===== config.mk =====
export PLATFORM = sky130hd
export DESIGN_NAME = pxl_fifo
export DESIGN_NICKNAME = d
export VERILOG_FILES = /design/src/hw/colmix_pkg.sv /design/src/hw/pxl_fifo.sv
export SDC_FILE = /design/constraint.sdc
export NUM_CORES = 1
export LEC_CHECK = 0
export BUFFER_PORTS_ARGS = -buffer_cell sky130_fd_sc_hd__buf_4
export CORE_MARGIN = 2
export CORE_UTILIZATION = 60
export DETAILED_ROUTE_END_ITERATION = 16
export PLACE_DENSITY = 0.79
export SYNTH_ARGS = -nofsm -noshare
export SYNTH_HDL_FRONTEND = slang
export SYNTH_SLANG_ARGS = --single-unit

===== constraint.sdc =====
create_clock -name clk -period 3.6 [get_ports clk]
set_clock_uncertainty 0.15 [all_clocks]
set_input_delay 0.36 -clock clk [delete_from_list [all_inputs] [get_ports clk]]
set_output_delay 0.36 -clock clk [all_outputs]
set_load 0.02 [all_outputs]

===== src/hw/colmix_pkg.sv =====
// Colour mixer shared types
`default_nettype none

package colmix_pkg;

    // Scroll pixel {group[1:0], colour[4:0], pen[3:0]}
    typedef logic [10:0] scr_pxl_t;

    // Object or star pixel {colour[4:0], pen[3:0]}
    typedef logic [8:0] spr_pxl_t;

    // Layer tag, top bits of the palette index
    typedef logic [2:0] lyr_code_t;

    // Queue entry {group[1:0], tag[2:0], pixel[8:0]}
    typedef logic [13:0] tagged_pxl_t;

    // Palette index {tag[2:0], pixel[8:0]}
    typedef logic [11:0] pal_idx_t;

    // Palette word {bright[15:12], red[11:8], green[7:4], blue[3:0]}
    typedef logic [15:0] pal_word_t;

    // Output colour channel
    typedef logic [7:0] chan_t;

    // Layer tags
    localparam lyr_code_t LYR_OBJ  = 3'd0;
    localparam lyr_code_t LYR_SCR1 = 3'd1;
    localparam lyr_code_t LYR_SCR2 = 3'd2;
    localparam lyr_code_t LYR_SCR3 = 3'd3;
    localparam lyr_code_t LYR_STAR = 3'd4;

    // Pen value that lets lower layers show through
    localparam logic [3:0] TRANSPARENT_PEN = 4'hF;

    // Index for a fully transparent pixel, carried with group 3
    localparam pal_idx_t BLANK_IDX = 12'hBFF;

endpackage

`default_nettype wire


===== src/hw/pxl_fifo.sv =====
// Palette index FIFO
`timescale 1ns/1ps
`default_nettype none

module pxl_fifo
    import colmix_pkg::*;
#(
    parameter int FIFO_DEPTH = 8
) (
    input  wire           clk,
    input  wire           rst_n,
    input  wire           push,
    input  wire pal_idx_t wr_idx,
    input  wire           pop,
    output pal_idx_t      rd_idx,
    output logic          empty
);

    localparam int PW = (FIFO_DEPTH > 1) ? $clog2(FIFO_DEPTH) : 1;
    localparam int CW = $clog2(FIFO_DEPTH + 1);

    pal_idx_t        mem [FIFO_DEPTH];
    logic [PW-1:0]   wr_ptr;
    logic [PW-1:0]   rd_ptr;
    logic [CW-1:0]   count;
    logic            full;
    logic            do_wr;
    logic            do_rd;

    assign empty = (count == '0);
    assign full  = (count == CW'(FIFO_DEPTH));

    // Push on full is lost, pop on empty ignored
    assign do_wr = push & ~full;
    assign do_rd = pop & ~empty;

    // Head word shows without a read request
    assign rd_idx = mem[rd_ptr];

    // Pointers wrap at the depth, not a power of two
    always_ff @(posedge clk or negedge rst_n) begin
        if (!rst_n) begin
            wr_ptr <= '0;
            rd_ptr <= '0;
            count  <= '0;
        end else begin
            if (do_wr) begin
                wr_ptr <= (wr_ptr == PW'(FIFO_DEPTH - 1)) ? '0 : wr_ptr + 1'b1;
            end
            if (do_rd) begin
                rd_ptr <= (rd_ptr == PW'(FIFO_DEPTH - 1)) ? '0 : rd_ptr + 1'b1;
            end
            // Simultaneous push and pop keeps the count
            if (do_wr && !do_rd) begin
                count <= count + 1'b1;
            end else if (do_rd && !do_wr) begin
                count <= count - 1'b1;
            end
        end
    end

    // Storage
    always_ff @(posedge clk) begin
        if (do_wr) begin
            mem[wr_ptr] <= wr_idx;
        end
    end

endmodule

`default_nettype wire


==> results of run 1 <==
[layer usage]
metal,GRT usage,wire length [microns],vias to the layer above
met5,0,0,-
met2,0.306,3520,47
met4,0.0841,110,0
met3,0.0323,249,12
li1,-,-,951
met1,0.275,3110,1040
[power by group through the flow]
stage                     clock [mW]  combinational (mW)  sequential, mW
after floorplan                    0                1.01            1.69
after global placement             0                1.32            1.79
after detailed placement           0                1.35            1.80
after CTS                      0.665                1.36            1.77
after global routing           0.714                1.46            1.80
final                          0.657                1.34            1.77
[repair_timing]
| item | CTS | global route |
|---|---|---|
| hold endpoints to repair | 10 | 0 |
| endpoints found under the setup margin | 0 | 0 |
| hold buffers | 1 | 0 |
[kinds of logic after synthesis]
logic type / after synthesis / share of synthesized area
AND/OR/NAND/NOR: 25 / 0.0299
AO/OA/AOI/OAI: 11 / 0.0240
buffers and inverters: 11 / 0.0148
XOR/XNOR: 2 / 0.00399
adder cells (fa/ha/maj): 8 / 0.0245
flip-flops: 106 / 0.714
multiplexers: 42 / 0.189
[per-stage QoR]
step | hold slack, ns | std cells | power [mW]
after global placement | 0.0479 | 334 | 3.11
final | 0.0781 | 351 | 3.76
after global routing | 0.0601 | 351 | 3.97
after floorplan | -0.0856 | 205 | 2.70
after CTS | 0.0646 | 351 | 3.80
after detailed placement | 0.0508 | 334 | 3.15
[cells in the final DEF, fill, tap and decap left out, types with 2 or more instances in the layout]
| cell type | n |
|---|---|
| o21ai_0 | 2 |
| edfxtp_1 | 96 |
| inv_6 | 2 |
| nand2_1 | 4 |
| mux4_1 | 23 |
| nor2_1 | 5 |
| o211ai_1 | 3 |
| nor3_1 | 2 |
| inv_1 | 3 |
| a21oi_1 | 2 |
| nand2b_1 | 3 |
| ha_1 | 7 |
| dfrtp_1 | 10 |
| clkbuf_8 | 9 |
| nand3_1 | 2 |
| xnor2_1 | 2 |
| nor3_2 | 4 |
| buf_4 | 37 |
| mux2_2 | 17 |
[final timing paths]
check | start | end | slack (ns) | cells after the start
max | count[0]$_DFFE_PN0P_ | count[3]$_DFFE_PN0P_ | 0.57 | 9
min | wr_idx[11] | mem[4][11]$_DFFE_PP_ | 0.08 | 1
max reg2reg | count[0]$_DFFE_PN0P_ | count[3]$_DFFE_PN0P_ | 0.57 | 9
min reg2reg | count[2]$_DFFE_PN0P_ | count[2]$_DFFE_PN0P_ | 0.47 | 2
max in group asynchronous | rst_n | rd_ptr[2]$_DFFE_PN0P_ | 2.94 | 2
min in group asynchronous | rst_n | count[0]$_DFFE_PN0P_ | 0.21 | 2
[flip-flops by register name (all words and copies together), names as in the netlist]
register	cells
wr_ptr	3
mem	96
rd_ptr	3
count	4
[worst register-to-register path, cell delays in order, from the launching register on]
cell,delay [ns]
dfrtp_1,0.49
or3_4,0.45
o21ai_4,0.27
inv_1,0.08
ha_1,0.27
inv_1,0.16
ha_1,0.31
or4_1,0.51
o211ai_1,0.11
o211ai_1,0.11
[final cells by class]
type	count	area [sq um]
multi-input cells	88	1220
repair buffers	39	308
flip-flops and latches	106	3130
clock inverters	6	48.8
clock buffers	10	128
fillers	466	2210
inverters	3	11.3
well taps	99	124
==> impl_metrics.env, run 1 <==
export IMPL_p_sw_frac=0.325
export IMPL_power_share_clock=0.175
export IMPL_synth_largest_area_cell="edfxtp_1"
export IMPL_cts_htree_levels=3
export IMPL_dp_hpwl_mm=4.40
export IMPL_internal_power_mw=2.53
export IMPL_antenna_cells=0
export IMPL_root_buffer="clkbuf_8"
export IMPL_initial_core_util=0.612
export IMPL_arrival_ns=3.12
export IMPL_slew_violations=0
export IMPL_yosysSeqAreaShare=0.714
export IMPL_netlist_instances=205
export IMPL_synth_top_area_share=0.657
export IMPL_final_layout_size_suffix_gt1_frac=0.310
export IMPL_wl_mm=6.99
export IMPL_rsz0062_at_grt="no"
export IMPL_ir_drop_uv=437
export IMPL_fin_nets=271
export IMPL_place_ws_ns=0.584
export IMPL_critPathTopFamily="simple AND/OR/NAND/NOR gates"
export IMPL_tns_ns=0
export IMPL_cts_resized=0
export IMPL_final_area_sq_um=4970
export IMPL_clk_latency_ns=0.35
export IMPL_final_util=0.692
export IMPL_final_hold_violation_count=0
export IMPL_cts_sinks=106
export IMPL_seqPwrFrac=0.470
export IMPL_p_leak_nw=1.74
export IMPL_grt_pass1_vias=2026
export IMPL_wl_per_cell_microns=19.9
export IMPL_critPathMaxStageDelay_ns=0.51
export IMPL_grt_overflow_total=0
export IMPL_post_dp_cell_area_sq_um=4780
export IMPL_synthTopCellsByArea="edfxtp_1, mux4_1, dfrtp_1"
export IMPL_rows=31
export IMPL_antenna_found_initial=0
export IMPL_port_buffers=28
export IMPL_comb_power_share=0.355
export IMPL_drtAntennaViolNets=0
export IMPL_core_sq_um=7180
export IMPL_fmax_mhz=330
export IMPL_vias_per_cell=5.84
export IMPL_synth_edf_count=96
export IMPL_path_buf_inv=2
export IMPL_cts_tree="built"
export IMPL_grt_pass1_wl_mm=10.9
export IMPL_die_width_microns=89.5
export IMPL_die_h_microns=89.5
export IMPL_cp_start_kind="register"
export IMPL_p_sw_mw=1.22
export IMPL_slew_headroom=0.483
export IMPL_finalCriticalPeriod_ns=3.03
export IMPL_dr_pass1_iters=4
export IMPL_gp_congestion=0.767
export IMPL_drc=0
export IMPL_critPathKind="register to register"
export IMPL_synth_commonest_cells="edfxtp_1, mux4_1, mux2_2"
export IMPL_worstPathRequired_ns=3.69
export IMPL_crit_chain="or3_4 > o21ai_4 > inv_1 > ha_1 > inv_1 > ha_1 > or4_1 > o211ai_1 > o211ai_1"
export IMPL_yosys_warnings=0
export IMPL_cts_buffer_depth=2
export IMPL_path_clk_slew_ns=0.10
export IMPL_area_growth_syn_to_layout_pct=13.2
export IMPL_setup_viol=0
export IMPL_hp_class="input port to register"
export IMPL_ys_types=30
export IMPL_finalCritPeriodShare=0.843
export IMPL_critical_path_slowest_cell="or4_1"
export IMPL_layout_setup_ws_ns=0.566
export IMPL_ioPinCount=29
export IMPL_power_density_nw_per_um2=756
export IMPL_ys_ff_latch=106
export IMPL_async_flop_share=0.0943
export IMPL_postCtsSetupRepairBufs=0
export IMPL_critPathMaxFanout=8
export IMPL_vias=2050
export IMPL_synth_fp_nets=229
export IMPL_outcome="complete, no violations"
export IMPL_netlist_area_sq_um=4390
export IMPL_grtUsageTotal=0.195
export IMPL_tightest_slew_ns=0.769
export IMPL_cap_violations=0
export IMPL_synth_ff_type="edfxtp_1"
export IMPL_endpoint_kind="register"
export IMPL_numCtsBuffers=9
export IMPL_drt_iter0_markers=149
export IMPL_die_area_sq_um=8010
export IMPL_synth_most_common_cell="edfxtp_1"
export IMPL_grt_max_degree=19
export IMPL_avgSynthCellArea_sq_um=21.4
Note: power is estimated with default switching activity, not from simulation.
==> run 2: changes to the inputs <==
Settings changed: ABC_AREA set to 1.
Clock period 3.6 ns to 3.15 ns, I/O delays scaled along.
==> run 2 against run 1 <==
  * Sequential power rose by 7%
  * Global-route usage is 3.1 points higher
  * Via count grew 43%
  * Register-to-register slack improved by 0.20 ns
  * Sequential share of layout area decreased by 0.83 points
  * Count of clock-buffer cells in the layout fell by 1
  * Synthesized cell count increased by 99%
  * Area after synthesis grew 1.9%
  * Die area up 1.8%
  * Combinational power grew 38%
  * Hold slack got worse by 0.045 ns
  * First-iteration DRC count rose by 51%
  * Critical path type is now register to output port
  * Critical endpoint is now rd_idx[9]
==> impl_metrics.env, run 2 <==
export IMPL_fmax_mhz=398
export IMPL_initial_core_util=0.616
export IMPL_numCtsBuffers=9
export IMPL_die_area_sq_um=8160
export IMPL_drt_iter0_markers=225
export IMPL_fin_nets=467
export IMPL_path_buf_inv=2
export IMPL_layout_cells_non_filler=547
export IMPL_grt_max_degree=51
export IMPL_ioPinCount=29
export IMPL_antenna_found_initial=0
export IMPL_vias=2936
export IMPL_gp_congestion=0.807
export IMPL_grt_busiest_layer="met2"
export IMPL_synth_commonest_cells="nand2_1, edfxtp_1, nor2_1"
export IMPL_crit_path_frequent_cell="nand2_1"
export IMPL_place_ws_ns=0.804
export IMPL_rows=31
export IMPL_avgSynthCellArea_sq_um=11.0
export IMPL_cts_resized=0
export IMPL_postCtsSetupRepairBufs=0
export IMPL_grt_pass1_vias=2954
export IMPL_p_sw_frac=0.383
export IMPL_r2r_start="count[0]$_DFFE_PN0P_"
export IMPL_seqPwrFrac=0.408
export IMPL_p_sw_mw=1.79
export IMPL_ys_types=20
export IMPL_crit_chain="inv_1 > nand2_1 > nand2_1 > buf_4"
export IMPL_final_layout_size_suffix_gt1_frac=0.136
export IMPL_drc=0
export IMPL_ir_drop_uv=661
export IMPL_place_inst=530
export IMPL_final_hold_violation_count=0
export IMPL_grtUsageTotal=0.226
export IMPL_setup_viol=0
export IMPL_dr_pass1_iters=4
export IMPL_critPathMaxFanout=15
export IMPL_p_leak_nw=2.03
export IMPL_port_buffers=28
export IMPL_min_path_cells=1
export IMPL_fill_cells=552
export IMPL_ctsHoldBuffers=1
export IMPL_vias_per_cell=5.37
export IMPL_critPathKind="register to output port"
export IMPL_synthTopCellsByArea="edfxtp_1, nand2_1, dfrtp_1"
export IMPL_final_cell_mix="nand2_1, edfxtp_1, buf_4"
export IMPL_netlist_area_sq_um=4470
export IMPL_r2r_setup_slack_ns=0.77
export IMPL_finalCritPeriodShare=0.798
export IMPL_die_h_microns=90.3
export IMPL_synth_top_area_share=0.645
export IMPL_root_buffer="clkbuf_8"
export IMPL_power_density_nw_per_um2=927
export IMPL_cts_buffer_depth=2
export IMPL_ys_ff_latch=106
export IMPL_critical_path_slowest_cell="dfrtp_1"
export IMPL_slew_headroom=0.551
export IMPL_cts_tree="built"
export IMPL_layout_setup_ws_ns=0.638
export IMPL_synth_most_common_cell="nand2_1"
export IMPL_min_from="wr_idx[10]"
export IMPL_regToRegEndpoint="count[3]$_DFFE_PN0P_"
export IMPL_die_width_microns=90.3
export IMPL_arrival_ns=2.05
export IMPL_worstPathRequired_ns=2.68
export IMPL_largest_register_ffs=96
export IMPL_drtAntennaViolNets=0
export IMPL_critPathMaxStageDelay_ns=0.78
export IMPL_async_flop_share=0.0943
export IMPL_clk_latency_ns=0.36
export IMPL_hp_class="input port to register"
export IMPL_grt_util_met3=0.0309
export IMPL_wl_per_cell_microns=15.8
export IMPL_synth_ff_type="edfxtp_1"
export IMPL_finalCriticalPeriod_ns=2.51
export IMPL_r2r_cells=12
export IMPL_tns_ns=0
export IMPL_synth_largest_area_cell="edfxtp_1"
export IMPL_layout_commonest_cell="nand2_1"
export IMPL_synth_fp_nets=431
export IMPL_yosys_warnings=0
export IMPL_comb_power_share=0.396
export IMPL_area_growth_syn_to_layout_pct=12.6
export IMPL_cts_htree_levels=3
export IMPL_internal_power_mw=2.88
export IMPL_tightest_slew_ns=0.673
export IMPL_cts_sinks=106
export IMPL_endpoint_kind="output port"
export IMPL_power_share_clock=0.196
export IMPL_cap_violations=0
export IMPL_core_sq_um=7250
export IMPL_synth_edf_count=96
export IMPL_whs_endpoint="mem[5][10]$_DFFE_PP_"
export IMPL_rsz0062_at_grt="no"
export IMPL_grt_pass1_wl_mm=14.2
export IMPL_antenna_cells=0
export IMPL_critPathTopFamily="flip-flops"
export IMPL_whs_ns=0.0329
export IMPL_path_clk_slew_ns=0.10
export IMPL_slew_violations=0
export IMPL_use_met2=0.377
export IMPL_netlist_instances=407
export IMPL_wl_mm=8.62
export IMPL_dp_hpwl_mm=5.36
export IMPL_finalPower_mw=4.67
export IMPL_cp_start_kind="register"
export IMPL_grt_overflow_total=0
export IMPL_yosysSeqAreaShare=0.701
export IMPL_outcome="complete, no violations"
export IMPL_largest_register="mem"
export IMPL_grtUsageMet1=0.298
export IMPL_reg_top3="mem (96), count (4)"
run 2: cells by family (layout without fill, tap and decap cells):
group / after synthesis / count (layout) / synth area share
compound gates: 55 / 55 / 0.0616
xor+xnor: 2 / 2 / 0.00392
fa+ha+maj: 8 / 8 / 0.0241
buf+inv: 31 / 72 / 0.0350
flops: 106 / 106 / 0.701
simple gates: 205 / 205 / 0.175
run 2: area by class of cell:
class | instances | area [sq um] | share of cell area
sequential | 106 | 3130 | 0.622
multi-input combinational | 270 | 1180 | 0.235
timing repair buffer | 42 | 318 | 0.0631
clock buffer | 9 | 124 | 0.0246
tap | 99 | 124 | 0.0246
clock inverter | 7 | 103 | 0.0204
inverter | 14 | 52.6 | 0.0104
run 2: how the worst max path moves through the flow:
stage,cells after the start,to,slack [ns],startpoint
floorplan,12,count[3]$_DFFE_PN0P_,0.99,count[0]$_DFFE_PN0P_
CTS,4,rd_idx[9],0.60,rd_ptr[2]$_DFFE_PN0P_
detailed placement,12,count[3]$_DFFE_PN0P_,0.80,count[0]$_DFFE_PN0P_
finish,4,rd_idx[9],0.64,rd_ptr[2]$_DFFE_PN0P_
global route,9,rd_idx[10],0.45,rd_ptr[0]$_DFFE_PN0P_
global placement,12,count[3]$_DFFE_PN0P_,0.87,count[0]$_DFFE_PN0P_
run 2: per-layer routing:
layer	vias to the layer above	wire, microns
li1	1431	-
met1	1391	3660
met4	0	189
met5	-	0
met2	98	4300
met3	16	472
run 2: power by group through the flow:
stage          combinational (mW)  sequential, mW  clock, mW
2_1_floorplan                1.32            1.89          0
3_3_place_gp                 1.80            1.93          0
3_5_place_dp                 1.86            1.94          0
4_1_cts                      1.87            1.90      0.924
5_1_grt                      2.09            1.93      0.978
6_report                     1.85            1.90      0.915
run 2: through the flow:
step                      area [sq um]  utilization
after floorplan                   4470            -
final                             5030        0.694
after global routing              5030        0.694
after CTS                         5030        0.694
after detailed placement          4800        0.662
after global placement            4800        0.662
run 2: worst reg2reg max path, stage by stage, from the launching register on:
cell and delay [ns]:
dfrtp_1 0.46, nor2_1 0.17, nand3_1 0.08, nand2_1 0.09, inv_1 0.12, ha_1 0.24, inv_1 0.13, ha_1 0.30
or2_2 0.31, nand2_1 0.06, nand2_1 0.05, nand3_1 0.07, nand2_1 0.05
