==> src/hw/colmix_pkg.sv <==
// Colour mixer shared types
`default_nettype none

package colmix_pkg;

    // Scroll pixel {group[1:0], colour[4:0], pen[3:0]}
    typedef logic [10:0] scr_pxl_t;

    // Object or star pixel {colour[4:0], pen[3:0]}
    typedef logic [8:0] spr_pxl_t;

    // Layer tag, top bits of the palette index
    typedef logic [2:0] lyr_code_t;

    // Queue entry {group[1:0], tag[2:0], pixel[8:0]}
    typedef logic [13:0] tagged_pxl_t;

    // Palette index {tag[2:0], pixel[8:0]}
    typedef logic [11:0] pal_idx_t;

    // Palette word {bright[15:12], red[11:8], green[7:4], blue[3:0]}
    typedef logic [15:0] pal_word_t;

    // Output colour channel
    typedef logic [7:0] chan_t;

    // Layer tags
    localparam lyr_code_t LYR_OBJ  = 3'd0;
    localparam lyr_code_t LYR_SCR1 = 3'd1;
    localparam lyr_code_t LYR_SCR2 = 3'd2;
    localparam lyr_code_t LYR_SCR3 = 3'd3;
    localparam lyr_code_t LYR_STAR = 3'd4;

    // Pen value that lets lower layers show through
    localparam logic [3:0] TRANSPARENT_PEN = 4'hF;

    // Index for a fully transparent pixel, carried with group 3
    localparam pal_idx_t BLANK_IDX = 12'hBFF;

endpackage

`default_nettype wire

==> src/hw/colmix.sv <==
// Layer priority mixer
`timescale 1ns/1ps
`default_nettype none

module colmix
    import colmix_pkg::*;
(
    input  wire         clk,
    input  wire         rst_n,
    input  wire         pxl_cen,

    input  wire  [3:0]  gfx_en,

    input  wire scr_pxl_t scr1_pxl,
    input  wire scr_pxl_t scr2_pxl,
    input  wire scr_pxl_t scr3_pxl,
    input  wire spr_pxl_t star0_pxl,
    input  wire spr_pxl_t star1_pxl,
    input  wire spr_pxl_t obj_pxl,

    input  wire  [15:0] layer_ctrl,
    input  wire  [3:1]  scrdma_en,
    input  wire  [7:0]  layer_mask0,
    input  wire  [7:0]  layer_mask1,
    input  wire  [7:0]  layer_mask2,
    input  wire  [7:0]  layer_mask3,
    input  wire  [7:0]  layer_mask4,
    input  wire  [15:0] prio0,
    input  wire  [15:0] prio1,
    input  wire  [15:0] prio2,
    input  wire  [15:0] prio3,

    output pal_idx_t    idx,
    output logic        idx_valid
);

    // Filler entry once the real slots are used up
    localparam tagged_pxl_t BLANK_ENTRY = {2'b11, BLANK_IDX};

    // Force pen to transparent when the layer is off
    function automatic scr_pxl_t gate_scr(scr_pxl_t p, logic on);
        return on ? p : {p[10:4], TRANSPARENT_PEN};
    endfunction

    function automatic spr_pxl_t gate_spr(spr_pxl_t p, logic on);
        return on ? p : {p[8:4], TRANSPARENT_PEN};
    endfunction

    // Scroll keeps its group, objects and stars sit in group 0
    function automatic tagged_pxl_t tag_scr(scr_pxl_t p, lyr_code_t code);
        return {p[10:9], code, p[8:0]};
    endfunction

    function automatic tagged_pxl_t tag_spr(spr_pxl_t p, lyr_code_t code);
        return {2'b00, code, p};
    endfunction

    logic [4:0]   lyr_en;
    tagged_pxl_t  lyr_opt [4];
    tagged_pxl_t  star0_ent;
    tagged_pxl_t  star1_ent;
    tagged_pxl_t  queue [5];
    tagged_pxl_t  head;
    logic [1:0]   cand_grp;
    pal_idx_t     cand;
    logic         check_prio;
    logic         primed;
    logic [15:0]  prio_sel;
    logic         obj_loses;
    logic         take;

    // Mask enables, bits 0..2 scroll, 3..4 stars
    assign lyr_en[0] = |(layer_mask0[5:0] & layer_ctrl[5:0]);
    assign lyr_en[1] = |(layer_mask1[5:0] & layer_ctrl[5:0]);
    assign lyr_en[2] = |(layer_mask2[5:0] & layer_ctrl[5:0]);
    assign lyr_en[3] = |(layer_mask3[5:0] & layer_ctrl[5:0]);
    assign lyr_en[4] = |(layer_mask4[5:0] & layer_ctrl[5:0]);

    // Selectable layers, indexed by the 2-bit order field
    // Object layer only follows its graphics enable
    assign lyr_opt[0] = tag_spr(gate_spr(obj_pxl, gfx_en[3]), LYR_OBJ);
    assign lyr_opt[1] = tag_scr(gate_scr(scr1_pxl, lyr_en[0] & scrdma_en[1] & gfx_en[0]),
                                LYR_SCR1);
    assign lyr_opt[2] = tag_scr(gate_scr(scr2_pxl, lyr_en[1] & scrdma_en[2] & gfx_en[1]),
                                LYR_SCR2);
    assign lyr_opt[3] = tag_scr(gate_scr(scr3_pxl, lyr_en[2] & scrdma_en[3] & gfx_en[2]),
                                LYR_SCR3);

    // Star fields always fill the two bottom slots
    assign star0_ent = tag_spr(gate_spr(star0_pxl, lyr_en[3]), LYR_STAR);
    assign star1_ent = tag_spr(gate_spr(star1_pxl, lyr_en[4]), LYR_STAR);

    // Entry on offer this cycle
    assign head = queue[0];

    // Priority mask of the current candidate's group
    always_comb begin
        case (cand_grp)
            2'd0:    prio_sel = prio0;
            2'd1:    prio_sel = prio1;
            2'd2:    prio_sel = prio2;
            default: prio_sel = prio3;
        endcase
    end

    // Object stays behind a scroll pen flagged in the mask
    assign obj_loses = (head[11:9] == LYR_OBJ) && check_prio && prio_sel[cand[3:0]];

    // Transparent candidate always gives way
    assign take = (cand[3:0] == TRANSPARENT_PEN) ||
                  ((head[3:0] != TRANSPARENT_PEN) && !obj_loses);

    // Control state
    always_ff @(posedge clk or negedge rst_n) begin
        if (!rst_n) begin
            check_prio <= 1'b0;
            primed     <= 1'b0;
            idx_valid  <= 1'b0;
        end else begin
            // First strobe only loads the candidate
            idx_valid <= pxl_cen & primed;
            if (pxl_cen) begin
                primed     <= 1'b1;
                // Star start never holds priority
                check_prio <= 1'b0;
            end else if (take) begin
                check_prio <= (head[11:9] != LYR_STAR);
            end
        end
    end

    // Slot load, candidate scan and output register
    always_ff @(posedge clk) begin
        if (pxl_cen) begin
            idx               <= cand;
            {cand_grp, cand}  <= star1_ent;
            // Offered from slot 4 down to slot 0
            queue[0]          <= star0_ent;
            queue[1]          <= lyr_opt[layer_ctrl[7:6]];
            queue[2]          <= lyr_opt[layer_ctrl[9:8]];
            queue[3]          <= lyr_opt[layer_ctrl[11:10]];
            queue[4]          <= lyr_opt[layer_ctrl[13:12]];
        end else begin
            if (take) begin
                {cand_grp, cand} <= head;
            end
            // Shift in blanks behind the last slot
            for (int i = 0; i < 4; i++) begin
                queue[i] <= queue[i+1];
            end
            queue[4] <= BLANK_ENTRY;
        end
    end

endmodule

`default_nettype wire

==> config.mk <==
export PLATFORM = sky130hd
export DESIGN_NAME = colmix
export DESIGN_NICKNAME = d
export VERILOG_FILES = /design/src/hw/colmix_pkg.sv /design/src/hw/colmix.sv
export SDC_FILE = /design/constraint.sdc
export NUM_CORES = 1
export LEC_CHECK = 0
export BUFFER_PORTS_ARGS = -buffer_cell sky130_fd_sc_hd__buf_4
export CORE_MARGIN = 2
export CORE_UTILIZATION = 30
export CTS_BUF_LIST = sky130_fd_sc_hd__clkbuf_4 sky130_fd_sc_hd__clkbuf_8
export DETAILED_ROUTE_END_ITERATION = 12
export PLACE_DENSITY = 0.54
export REMOVE_ABC_BUFFERS = 1
export SYNTH_ARGS = -nofsm -noshare
export SYNTH_HDL_FRONTEND = slang
export SYNTH_SLANG_ARGS = --single-unit
==> constraint.sdc <==
create_clock -name clk -period 3.36 [get_ports clk]
set_clock_uncertainty 0.1 [all_clocks]
set_input_delay 0 -clock clk [delete_from_list [all_inputs] [get_ports clk]]
set_output_delay 0 -clock clk [all_outputs]
set_load 0.1 [all_outputs]
==> out/qor.yml, run 1 <==
outcome: "finished, final reports clean"
power_density_mw_per_mm2: 399
rr_startpoint: "cand_grp[0]"
detailed_place_hpwl_mm: 10.1
transition_at_the_pin_with_the_smallest_max_transition_slack_ps: 729
synth_seq_area_share_pct: 43.5
worst_path_max_delay_cell: "dfxtp_1"
drc: 0
grt_pass1_wl_mm: 22.4
cts_buffer_depth: 2
maximum_clock_frequency_ghz: 0.353
placeableCoreArea_mm2: 0.0165
fin_crit_ps: 2840
timing.critical_path.from_type: "flip-flop"
fin_worst_hold_slack_ps: 20.4
setup.worst_path.end_class: "flip-flop"
sink_count: 99
asyncSetResetFlopFracSynth_pct: 3.03
clock-root-buffer: "clkbuf_8"
setup_viols_final: 0
cts_tree: "yes"
htree_num_levels: 3
worst-endpoint-arrival_ps: 2740
io_buffers: 190
grt_pass1_vias: 4503
crit_path_cell_trace: "buf_4 -> mux2i_1 -> o21ai_0 -> a221o_1 -> a311o_1 -> o31a_1 -> nand2_1"
min_period_over_period_pct: 84.4
routed_wl_mm: 14.1
first_pass_iters: 4
post_cts.resized_instances: 0
nets: 854
max-vdd-ir-drop_mv: 0.174
final.fill_count: 1581
drv_slew: 0
crit_required_ps: 3270
crit_path_max_incr_delay_ps: 640
yosys-top-cells-area: "dfxtp_1 30%, mux4_2 19%, edfxtp_1 12%"
critPathMaxFanout: 9
ys_ff_latch: 99
p_total_w: 0.00300
worst_hold_path_type: "input port to flip-flop"
timing_worst_setup_path_type: "flip-flop to flip-flop"
worst_r2r_end: "cand[0]"
die_height_um: 134
synth-edff-count: 21
initial_core_util_pct: 30.7
grt_overflow: 0
rsz_0062_raised_after_global_routing: "no"
num_antenna_cells: 0
maximum_number_of_pins_on_one_net_before_global_route_repair: 50
synthToLayoutAreaGrowth_pct: 48.3
die-area_mm2: 0.0180
pin_count: 203
leakage_nw: 3.06
groute.usage.overall_pct: 15.6
drt_iter0_markers: 146
rrSetupSlack_ps: 520
clk_pin_slew_ps: 90
cp-endpoint: "cand[0]"
fp.dieW_um: 134
synth-warning-count: 0
drtAntennaViolNets: 0
placementRows: 47
gp_congestion: 0.844
route.vias.total: 4283
post_route_cells_drive_above_1_share_pct: 44.1
average_size_of_a_mapped_cell_um2: 11.9
finalHoldViolCount: 0
synth_ff_type: "dfxtp_1"
finalCoreUtilization_pct: 45.5
count_of_cells_along_the_worst_register_to_register_path: 7
cp-startpoint: "cand_grp[0]"
post_synth_instance_area_mm2: 0.00507
grt_antenna_before_repair: 0
cap_viol_max_count: 0
drt-vias-per-instance: 4.82
insertion_delay_ps: 360
slew_headroom_pct: 51.3
syn-instance-count: 425
synth_top_cell_area_share_pct: 29.6
yosys.cell_types.count: 45
synth_top_cell_by_area: "dfxtp_1"
setup-tns-final_ps: 0
wl_per_cell_um: 15.9
cts_buffers: 9
stage by stage:
stage	cell area, µm²	setup WS, ps	cells
finish	7520	524	889
global route	7520	293	889
CTS	7510	463	888
detailed placement	6700	483	811
global placement	6700	551	811
floorplan	4920	327	392
cell type report:
class | count | area [µm²] | share of cell area, %
timing repair buffer | 261 | 2130 | 28.3
tap | 220 | 275 | 3.66
clock buffer | 11 | 145 | 1.93
sequential | 99 | 2210 | 29.4
clock inverter | 5 | 53.8 | 0.716
multi-input combinational | 290 | 2700 | 35.9
inverter | 3 | 11.3 | 0.150
cell families after synthesis:
family / count (synthesis) / share of synthesized area [%]
buffers and inverters: 36 / 3.26
and+or+nand+nor: 115 / 11.2
AOI/OAI and AO/OA: 69 / 9.72
muxes: 106 / 32.3
DFF: 99 / 43.5
how the worst min path moves through the flow:
stage | cells past startpoint | slack, ps | startpoint | endpoint
after floorplan | 0 | -400 | rst_n | check_prio
after global placement | 1 | -300 | rst_n | idx_valid
after detailed placement | 1 | -300 | rst_n | idx_valid
after CTS | 3 | 0.4 | scr1_pxl[4] | queue[0][32]
after global routing | 3 | 3 | obj_pxl[7] | queue[0][49]
final | 3 | 20 | scr1_pxl[4] | queue[0][32]
flip-flops by register name, summed over array words and instances (netlist names):
register,count
check_prio,1
cand_grp,2
queue,70
idx_valid,1
primed,1
cand,12
idx,12
where the power goes:
| part | internal [W] | switching, W |
|---|---|---|
| sequential | 0.00135 | 0.0000593 |
| clock | 0.000370 | 0.000400 |
| combinational | 0.000449 | 0.000376 |
per-layer routing:
metal,vias up,routed length [µm],GRT usage (%)
met2,130,7030,27.0
met1,2046,6260,19.9
met4,0,150,5.26
met5,-,0,0
li1,2091,-,-
met3,16,709,2.65
cell usage after synthesis, types with 4 or more instances:
master	instances
dfxtp_1	75
mux4_2	42
nor2_1	38
mux2_2	36
mux2i_1	27
nand2_1	24
clkbuf_1	21
edfxtp_1	21
a21oi_1	17
a22oi_1	16
nor2b_1	14
nand3_1	12
o22a_1	8
buf_2	6
nand2b_1	6
nand3b_1	6
a211oi_1	5
a21o_1	4
a221oi_1	4
o21ai_0	4
cell usage in the layout, fill, tap and decap left out, types with 14 or more instances in the layout:
master         instances
mux2_2                36
dfxtp_1               75
nor2_1                38
nor2b_1               14
a21oi_1               17
mux4_2                42
nand2_1               24
mux2i_1               27
dlygate4sd3_1         62
buf_4                198
a22oi_1               16
edfxtp_1              21
repair_timing:
item,CTS,global route
hold buffers,61,1
buffers inserted,0,0
endpoints found under the hold margin,58,1
worst max-delay path, delay by kind of cell (launching register included):
kind | cells | cell delay, ps
multiplexers | 1 | 200
buffers and inverters | 1 | 270
AND/OR/NAND/NOR | 1 | 350
flip-flops | 1 | 640
AO/OA/AOI/OAI | 4 | 910
No activity file was read; power rests on OpenSTA's default activity.
==> run 2: changes to the inputs <==
--- a/config.mk
+++ b/config.mk
@@ -5,12 +5,13 @@
 export SDC_FILE = /design/constraint.sdc
 export NUM_CORES = 1
 export LEC_CHECK = 0
+export ABC_AREA = 1
 export BUFFER_PORTS_ARGS = -buffer_cell sky130_fd_sc_hd__buf_4
 export CORE_MARGIN = 2
 export CORE_UTILIZATION = 30
 export CTS_BUF_LIST = sky130_fd_sc_hd__clkbuf_4 sky130_fd_sc_hd__clkbuf_8
 export DETAILED_ROUTE_END_ITERATION = 12
-export PLACE_DENSITY = 0.54
+export PLACE_DENSITY = 0.55
 export REMOVE_ABC_BUFFERS = 1
 export SYNTH_ARGS = -nofsm -noshare
 export SYNTH_HDL_FRONTEND = slang
==> constraint.sdc (replaced) <==
create_clock -name clk -period 2.45 [get_ports clk]
set_clock_uncertainty 0.1 [all_clocks]
set_input_delay 0 -clock clk [delete_from_list [all_inputs] [get_ports clk]]
set_output_delay 0 -clock clk [all_outputs]
set_load 0.1 [all_outputs]
==> out/qor.yml, run 2 <==
clock_power_share_pct: 24.6  # -1.1 points
drv_slew: 0  # unchanged
count_of_cells_along_the_worst_register_to_register_path: 14  # +7
first_pass_iters: 5  # +1
groute.usage.overall_pct: 18.8  # +3.2 points
critPathMaxFanout: 26  # +17
final_common_cell: "buf_4"
min_period_over_period_pct: 96.2
drt-vias-per-instance: 4.77  # -0.93%
rr_startpoint: "cand_grp[0]"
rsz_0062_raised_after_global_routing: "no"
detailed_place_hpwl_mm: 11.7  # +16%
synth-warning-count: 0  # unchanged
syn-instance-count: 759  # +79%
placeableCoreArea_mm2: 0.0172  # +4.3%
asyncSetResetFlopFracSynth_pct: 3.03  # unchanged
grt_overflow: 0  # unchanged
wl_per_cell_um: 13.8  # -13%
cp-startpoint: "layer_ctrl[10]"
yosys-top-cells-area: "dfxtp_1 28%, nand2_1 14%, edfxtp_1 12%"
synth-edff-count: 21  # unchanged
slew_headroom_pct: 58.2  # +6.9 points
setup.worst_path.end_class: "flip-flop"
gp_congestion: 0.821  # -2.7%
largest_register_ff_count: 70  # unchanged
initial_core_util_pct: 30.6  # -0.063 points
synth_top_cell_by_area: "dfxtp_1"
clk_pin_slew_ps: 100  # about the same
netSwitchingPower_w: 0.00139  # +67%
worst_r2r_end: "cand[3]"
power.share.combinational_pct: 31.6  # +4.1 points
grt_pass1_vias: 5846  # +30%
drt_iter0_markers: 371  # +150%
fin_crit_ps: 2360
die_height_um: 137  # +2.0%
placementRows: 48  # +2.1%
transition_at_the_pin_with_the_smallest_max_transition_slack_ps: 622  # -107 ps
drtAntennaViolNets: 0  # unchanged
maximum_clock_frequency_ghz: 0.424
timing_worst_setup_path_type: "input port to flip-flop"
num_antenna_cells: 0  # unchanged
drc: 0  # unchanged
max-vdd-ir-drop_mv: 0.297  # +71%
setup-tns-final_ps: 0  # unchanged
outcome: "finished, final reports clean"
rrSetupSlack_ps: 320  # -200 ps
largest-register: "queue"
nets: 1247  # +46%
pin_count: 203  # unchanged
worst_hold_path_type: "input port to flip-flop"
ys_ff_latch: 99  # unchanged
cap_viol_max_count: 0  # unchanged
grt_antenna_before_repair: 0  # unchanged
cell_with_the_most_instances_after_synthesis: "nand2_1"
cts_buffer_depth: 2  # unchanged
clock-root-buffer: "clkbuf_8"
timing.critical_path.from_type: "input port"
fin_ws_ps: 94.2  # -430 ps
internal-power_w: 0.00294  # +36%
insertion_delay_ps: 380  # +20 ps
average_size_of_a_mapped_cell_um2: 6.95  # -42%
worst-endpoint-arrival_ps: 2590  # -150 ps
io_buffers: 190  # unchanged
setup_viols_final: 0  # unchanged
synth_common_cells: "192 x nand2_1, 87 x nor2_1, 84 x a21oi_1"
cp-endpoint: "queue[0][46]"
route.vias.total: 6143  # +43%
synth_top_cell_area_share_pct: 28.4  # -1.2 points
mostFrequentLayoutCells: "212 x buf_4, 192 x nand2_1, 117 x dlygate4sd3_1"
leakage_nw: 3.81  # +25%
crit_required_ps: 2680  # -590 ps
yosys.cell_types.count: 32  # -29%
sink_count: 99  # unchanged
power_density_mw_per_mm2: 520  # +30%
die-area_mm2: 0.0187  # +4.0%
p_sw_share_pct: 32.1  # +4.3 points
cts_tree: "yes"
cts_buffers: 9  # unchanged
finalHoldViolCount: 0  # unchanged
synth_ff_type: "dfxtp_1"
maximum_number_of_pins_on_one_net_before_global_route_repair: 107  # +110%
post-place-ws_ps: 311  # -172 ps
post_synth_instance_area_mm2: 0.00528  # +4.1%
grt_pass1_wl_mm: 27.9  # +24%
p_seq_share_pct: 43.9  # -2.9 points
htree_num_levels: 3  # unchanged
synth_seq_area_share_pct: 41.8  # -1.7 points
post_route_cells_drive_above_1_share_pct: 24.3  # -20 points
routed_wl_mm: 17.8  # +26%
fp.dieW_um: 137  # +2.0%
synthToLayoutAreaGrowth_pct: 57.9
==> run 2: cell types whose count changed in the layout (fill, tap and decap cells not counted), moves of 36 or more <==
| cell | delta |
|---|---|
| inv_1 | +49 |
| nand3_1 | +40 |
| mux2_2 | -36 |
| mux4_2 | -42 |
| dlygate4sd3_1 | +55 |
| a21oi_1 | +67 |
| nand2_1 | +168 |
| nor2_1 | +49 |
| o21ai_0 | +54 |
==> run 2: area by class of cell <==
cell class                      count  area (µm²)
Timing Repair Buffer              330        2780
Clock buffer                        9         124
Clock inverter                      7        67.6
Sequential cell                    99        2210
Timing Repair inverter              1        5.00
Multi-Input combinational cell    556        2640
Inverter                           60         233
Fill cell                        1753        8900
Tap cell                          225         282
==> run 2: worst min path at each step <==
| stage | start | slack (ps) | cells after the start | to |
|---|---|---|---|---|
| finish | scr2_pxl[4] | 10 | 5 | queue[0][18] |
| global route | scr2_pxl[4] | 40 | 5 | queue[0][18] |
| CTS | scr2_pxl[4] | 0.7 | 5 | queue[0][18] |
| detailed placement | rst_n | -310 | 1 | idx_valid |
| global placement | rst_n | -300 | 1 | idx_valid |
| floorplan | rst_n | -400 | 0 | check_prio |
==> run 2: metal layers <==
layer	part of all wire [%]	vias up	track usage, %
li1	-	3136	-
met1	43	2783	23.5
met2	48	201	32.6
met3	7.1	23	3.26
met4	1.6	0	6.48
met5	0	-	0
==> run 2: what timing repair did <==
action | 4_1_cts | 5_1_grt
buffers inserted | 0 | 8
resized for setup | 0 | 2
endpoints found under the setup margin | 0 | 4
hold buffers | 117 | 0
hold endpoints to repair | 69 | 0
==> run 2: stage by stage <==
stage | hold slack, ps | instances | total power [W] | instance area [µm²] | util [%]
global placement | -303 | 1145 | 0.00310 | 6900 | 40.0
floorplan | -396 | 715 | 0.00258 | 5070 | -
finish | 10.0 | 1287 | 0.00434 | 8340 | 48.4
CTS | 0.673 | 1278 | 0.00435 | 8260 | 47.9
detailed placement | -306 | 1145 | 0.00311 | 6900 | 40.0
global route | 37.9 | 1287 | 0.00458 | 8340 | 48.4
==> run 2: power by group through the flow <==
stage	registers (W)	logic [W]	clock network, W
floorplan	0.00209	0.000487	0
global placement	0.00194	0.00116	0
detailed placement	0.00194	0.00117	0
CTS	0.00190	0.00135	0.00109
global route	0.00192	0.00150	0.00115
finish	0.00190	0.00137	0.00106
==> run 2: cells by family after synthesis <==
kind of cell / after synthesis / share of synthesized area [%]
compound gates: 201 / 21.7
buf+inv: 104 / 8.25
flops: 99 / 41.8
simple gates: 355 / 28.2
==> run 2: critical path, stage by stage <==
cell and delay, ps:
dlygate4sd3_1 530, buf_4 310, clkinvlp_4 240, a21oi_1 160, o21ai_0 100, dlygate4sd3_1 560
a31oi_1 120, dlygate4sd3_1 550
==> run 3: changes to the inputs <==
==> constraint.sdc (replaced) <==
create_clock -name clk -period 2.1 [get_ports clk]
set_clock_uncertainty 0.1 [all_clocks]
set_input_delay 0 -clock clk [delete_from_list [all_inputs] [get_ports clk]]
set_output_delay 0 -clock clk [all_outputs]
set_load 0.1 [all_outputs]
==> out/qor.yml, run 3 (synthesis results as in run 2) <==
placeableCoreArea_mm2: 0.0172  # unchanged
max-vdd-ir-drop_mv: 0.338  # +14%
detailed_place_hpwl_mm: 12.1  # +3.1%
io_buffers: 190  # unchanged
placementRows: 48  # unchanged
grt_antenna_before_repair: 0  # unchanged
clk_pin_slew_ps: 90  # about the same
routed_wl_mm: 18.8  # +5.3%
clock-root-buffer: "clkbuf_8"
transition_at_the_pin_with_the_smallest_max_transition_slack_ps: 541  # -81.2 ps
insertion_delay_ps: 380  # about the same
synthToLayoutAreaGrowth_pct: 62.9
crit_required_ps: 2280  # -400 ps
leakage_nw: 3.94  # +3.2%
gp_congestion: 0.825  # +0.50%
crit_path_max_incr_delay_ps: 570  # about the same
min_period_over_period_pct: 97.9
outcome: "finished, final reports clean"
drc: 0  # unchanged
fin_worst_hold_slack_ps: 22.5  # +12.4 ps
worst_hold_path_type: "input port to flip-flop"
instances_no_fill: 1299  # +0.93%
nets: 1259  # +0.96%
p_total_w: 0.00509  # +17%
groute.usage.overall_pct: 19.5  # +0.63 points
maximum_number_of_pins_on_one_net_before_global_route_repair: 74  # -31%
htree_num_levels: 3  # unchanged
placedCellCount: 1150  # +0.44%
drt_iter0_markers: 447  # +20%
timing_worst_setup_path_type: "input port to flip-flop"
setup.worst_path.end_class: "flip-flop"
cts_buffer_depth: 2  # unchanged
mostFrequentLayoutCells: "208 x buf_4, 190 x nand2_1, 122 x dlygate4sd3_1"
route.vias.total: 6327  # +3.0%
post_route_cells_drive_above_1_share_pct: 26.0  # +1.7 points
finalHoldViolCount: 0  # unchanged
worst_path_max_delay_cell: "dlygate4sd3_1"
post-place-ws_ps: 69.6  # -242 ps
setup_viols_final: 0  # unchanged
grt_pass1_wl_mm: 28.8  # +3.0%
pin_count: 203  # unchanged
wl_per_cell_um: 14.4  # +4.3%
drv_slew: 0  # unchanged
critical_path.most_common_cell: "dlygate4sd3_1"
fin_crit_ps: 2060
initial_core_util_pct: 30.6  # unchanged
worst-endpoint-arrival_ps: 2230  # -360 ps
critPathMaxFanout: 4  # -85%
die_height_um: 137  # unchanged
power_density_mw_per_mm2: 592  # +14%
fp.dieW_um: 137  # unchanged
first_pass_iters: 5  # unchanged
timing.critical_path.from_type: "input port"
maximum_clock_frequency_ghz: 0.486
grt_overflow: 0  # unchanged
rsz_0062_raised_after_global_routing: "yes"
fin_ws_ps: 44.4  # -49.8 ps
drtAntennaViolNets: 0  # unchanged
drt-vias-per-instance: 4.87  # +2.0%
crit_path_cell_trace: "dlygate4sd3_1 -> buf_4 -> nor2_2 -> buf_6 -> o211ai_1 -> dlygate4sd3_1 -> nand2_1 -> dlygate4sd3_1 -> inv_1"
setup-tns-final_ps: 0  # unchanged
final_common_cell: "buf_4"
sink_count: 99  # unchanged
cap_viol_max_count: 0  # unchanged
slew_headroom_pct: 63.9  # +5.6 points
grt_pass1_vias: 5827  # -0.33%
largest-register: "queue"
num_antenna_cells: 0  # unchanged
die-area_mm2: 0.0187  # unchanged
largest_register_ff_count: 70  # unchanged
cts_tree: "yes"
cts_buffers: 9  # unchanged
[run 3: cell count changes in the layout (fill, tap and decap cells not counted), sizes merged]
cell,before,now
clkbuf,9,14
bufinv,1,0
dlygate4sd3,117,122
inv,57,59
clkinvlp,4,1
buf,213,218
clkinv,6,4
dlymetal6s4s,0,1
[run 3: critical path: cells and delay by family]
family / cells / cell delay (ps)
buf+inv: 6 / 1980
simple gates: 2 / 180
compound gates: 1 / 80
[run 3: layout make-up]
type	count	area [µm²]
Sequential cell	99	2210
Clock inverter	4	25.0
Clock buffer	12	153
Timing Repair Buffer	343	3000
Multi-Input combinational cell	556	2700
Tap cell	225	282
Fill cell	1702	8640
Inverter	60	229
[run 3: per-layer routing]
| metal | GRT usage, % | share of wire [%] | routed length (µm) |
|---|---|---|---|
| met2 | 34.0 | 49 | 9160 |
| met5 | 0 | 0 | 0 |
| met4 | 5.73 | 1.3 | 241 |
| met1 | 24.6 | 42 | 7920 |
| met3 | 3.15 | 7.6 | 1430 |
[run 3: worst paths after layout]
check / endpoint / startpoint / depth (start not counted) / slack [ps]
min in group asynchronous: idx_valid / rst_n / 3 / 420
worst max-delay path: queue[0][60] / layer_ctrl[13] / 9 / 40
worst min-delay path: queue[0][13] / pxl_cen / 3 / 20
worst min register to register: queue[0][39] / queue[0][53] / 2 / 300
max in group asynchronous: primed / rst_n / 3 / 1330
worst max register to register: cand[2] / cand_grp[1] / 15 / 100
[run 3: where the power goes]
group	switching (W)	internal, W	total (W)	leakage, nW
registers	0.0000686	0.00215	0.00222	0.871
logic	0.000906	0.000814	0.00172	2.97
clock network	0.000659	0.000492	0.00115	0.0979
[run 3: metrics by stage]
stage	area [µm²]	util, %
2_1_floorplan	5070	-
3_3_place_gp	6980	40.5
3_5_place_dp	6980	40.5
4_1_cts	8390	48.6
5_1_grt	8600	49.9
6_report	8600	49.9
[run 3: repair_timing]
action,in CTS,in global routing
gates resized for setup,0,30
hold endpoints to repair,71,2
endpoints found under the setup margin,0,23
buffers inserted,0,7
hold buffers,123,1
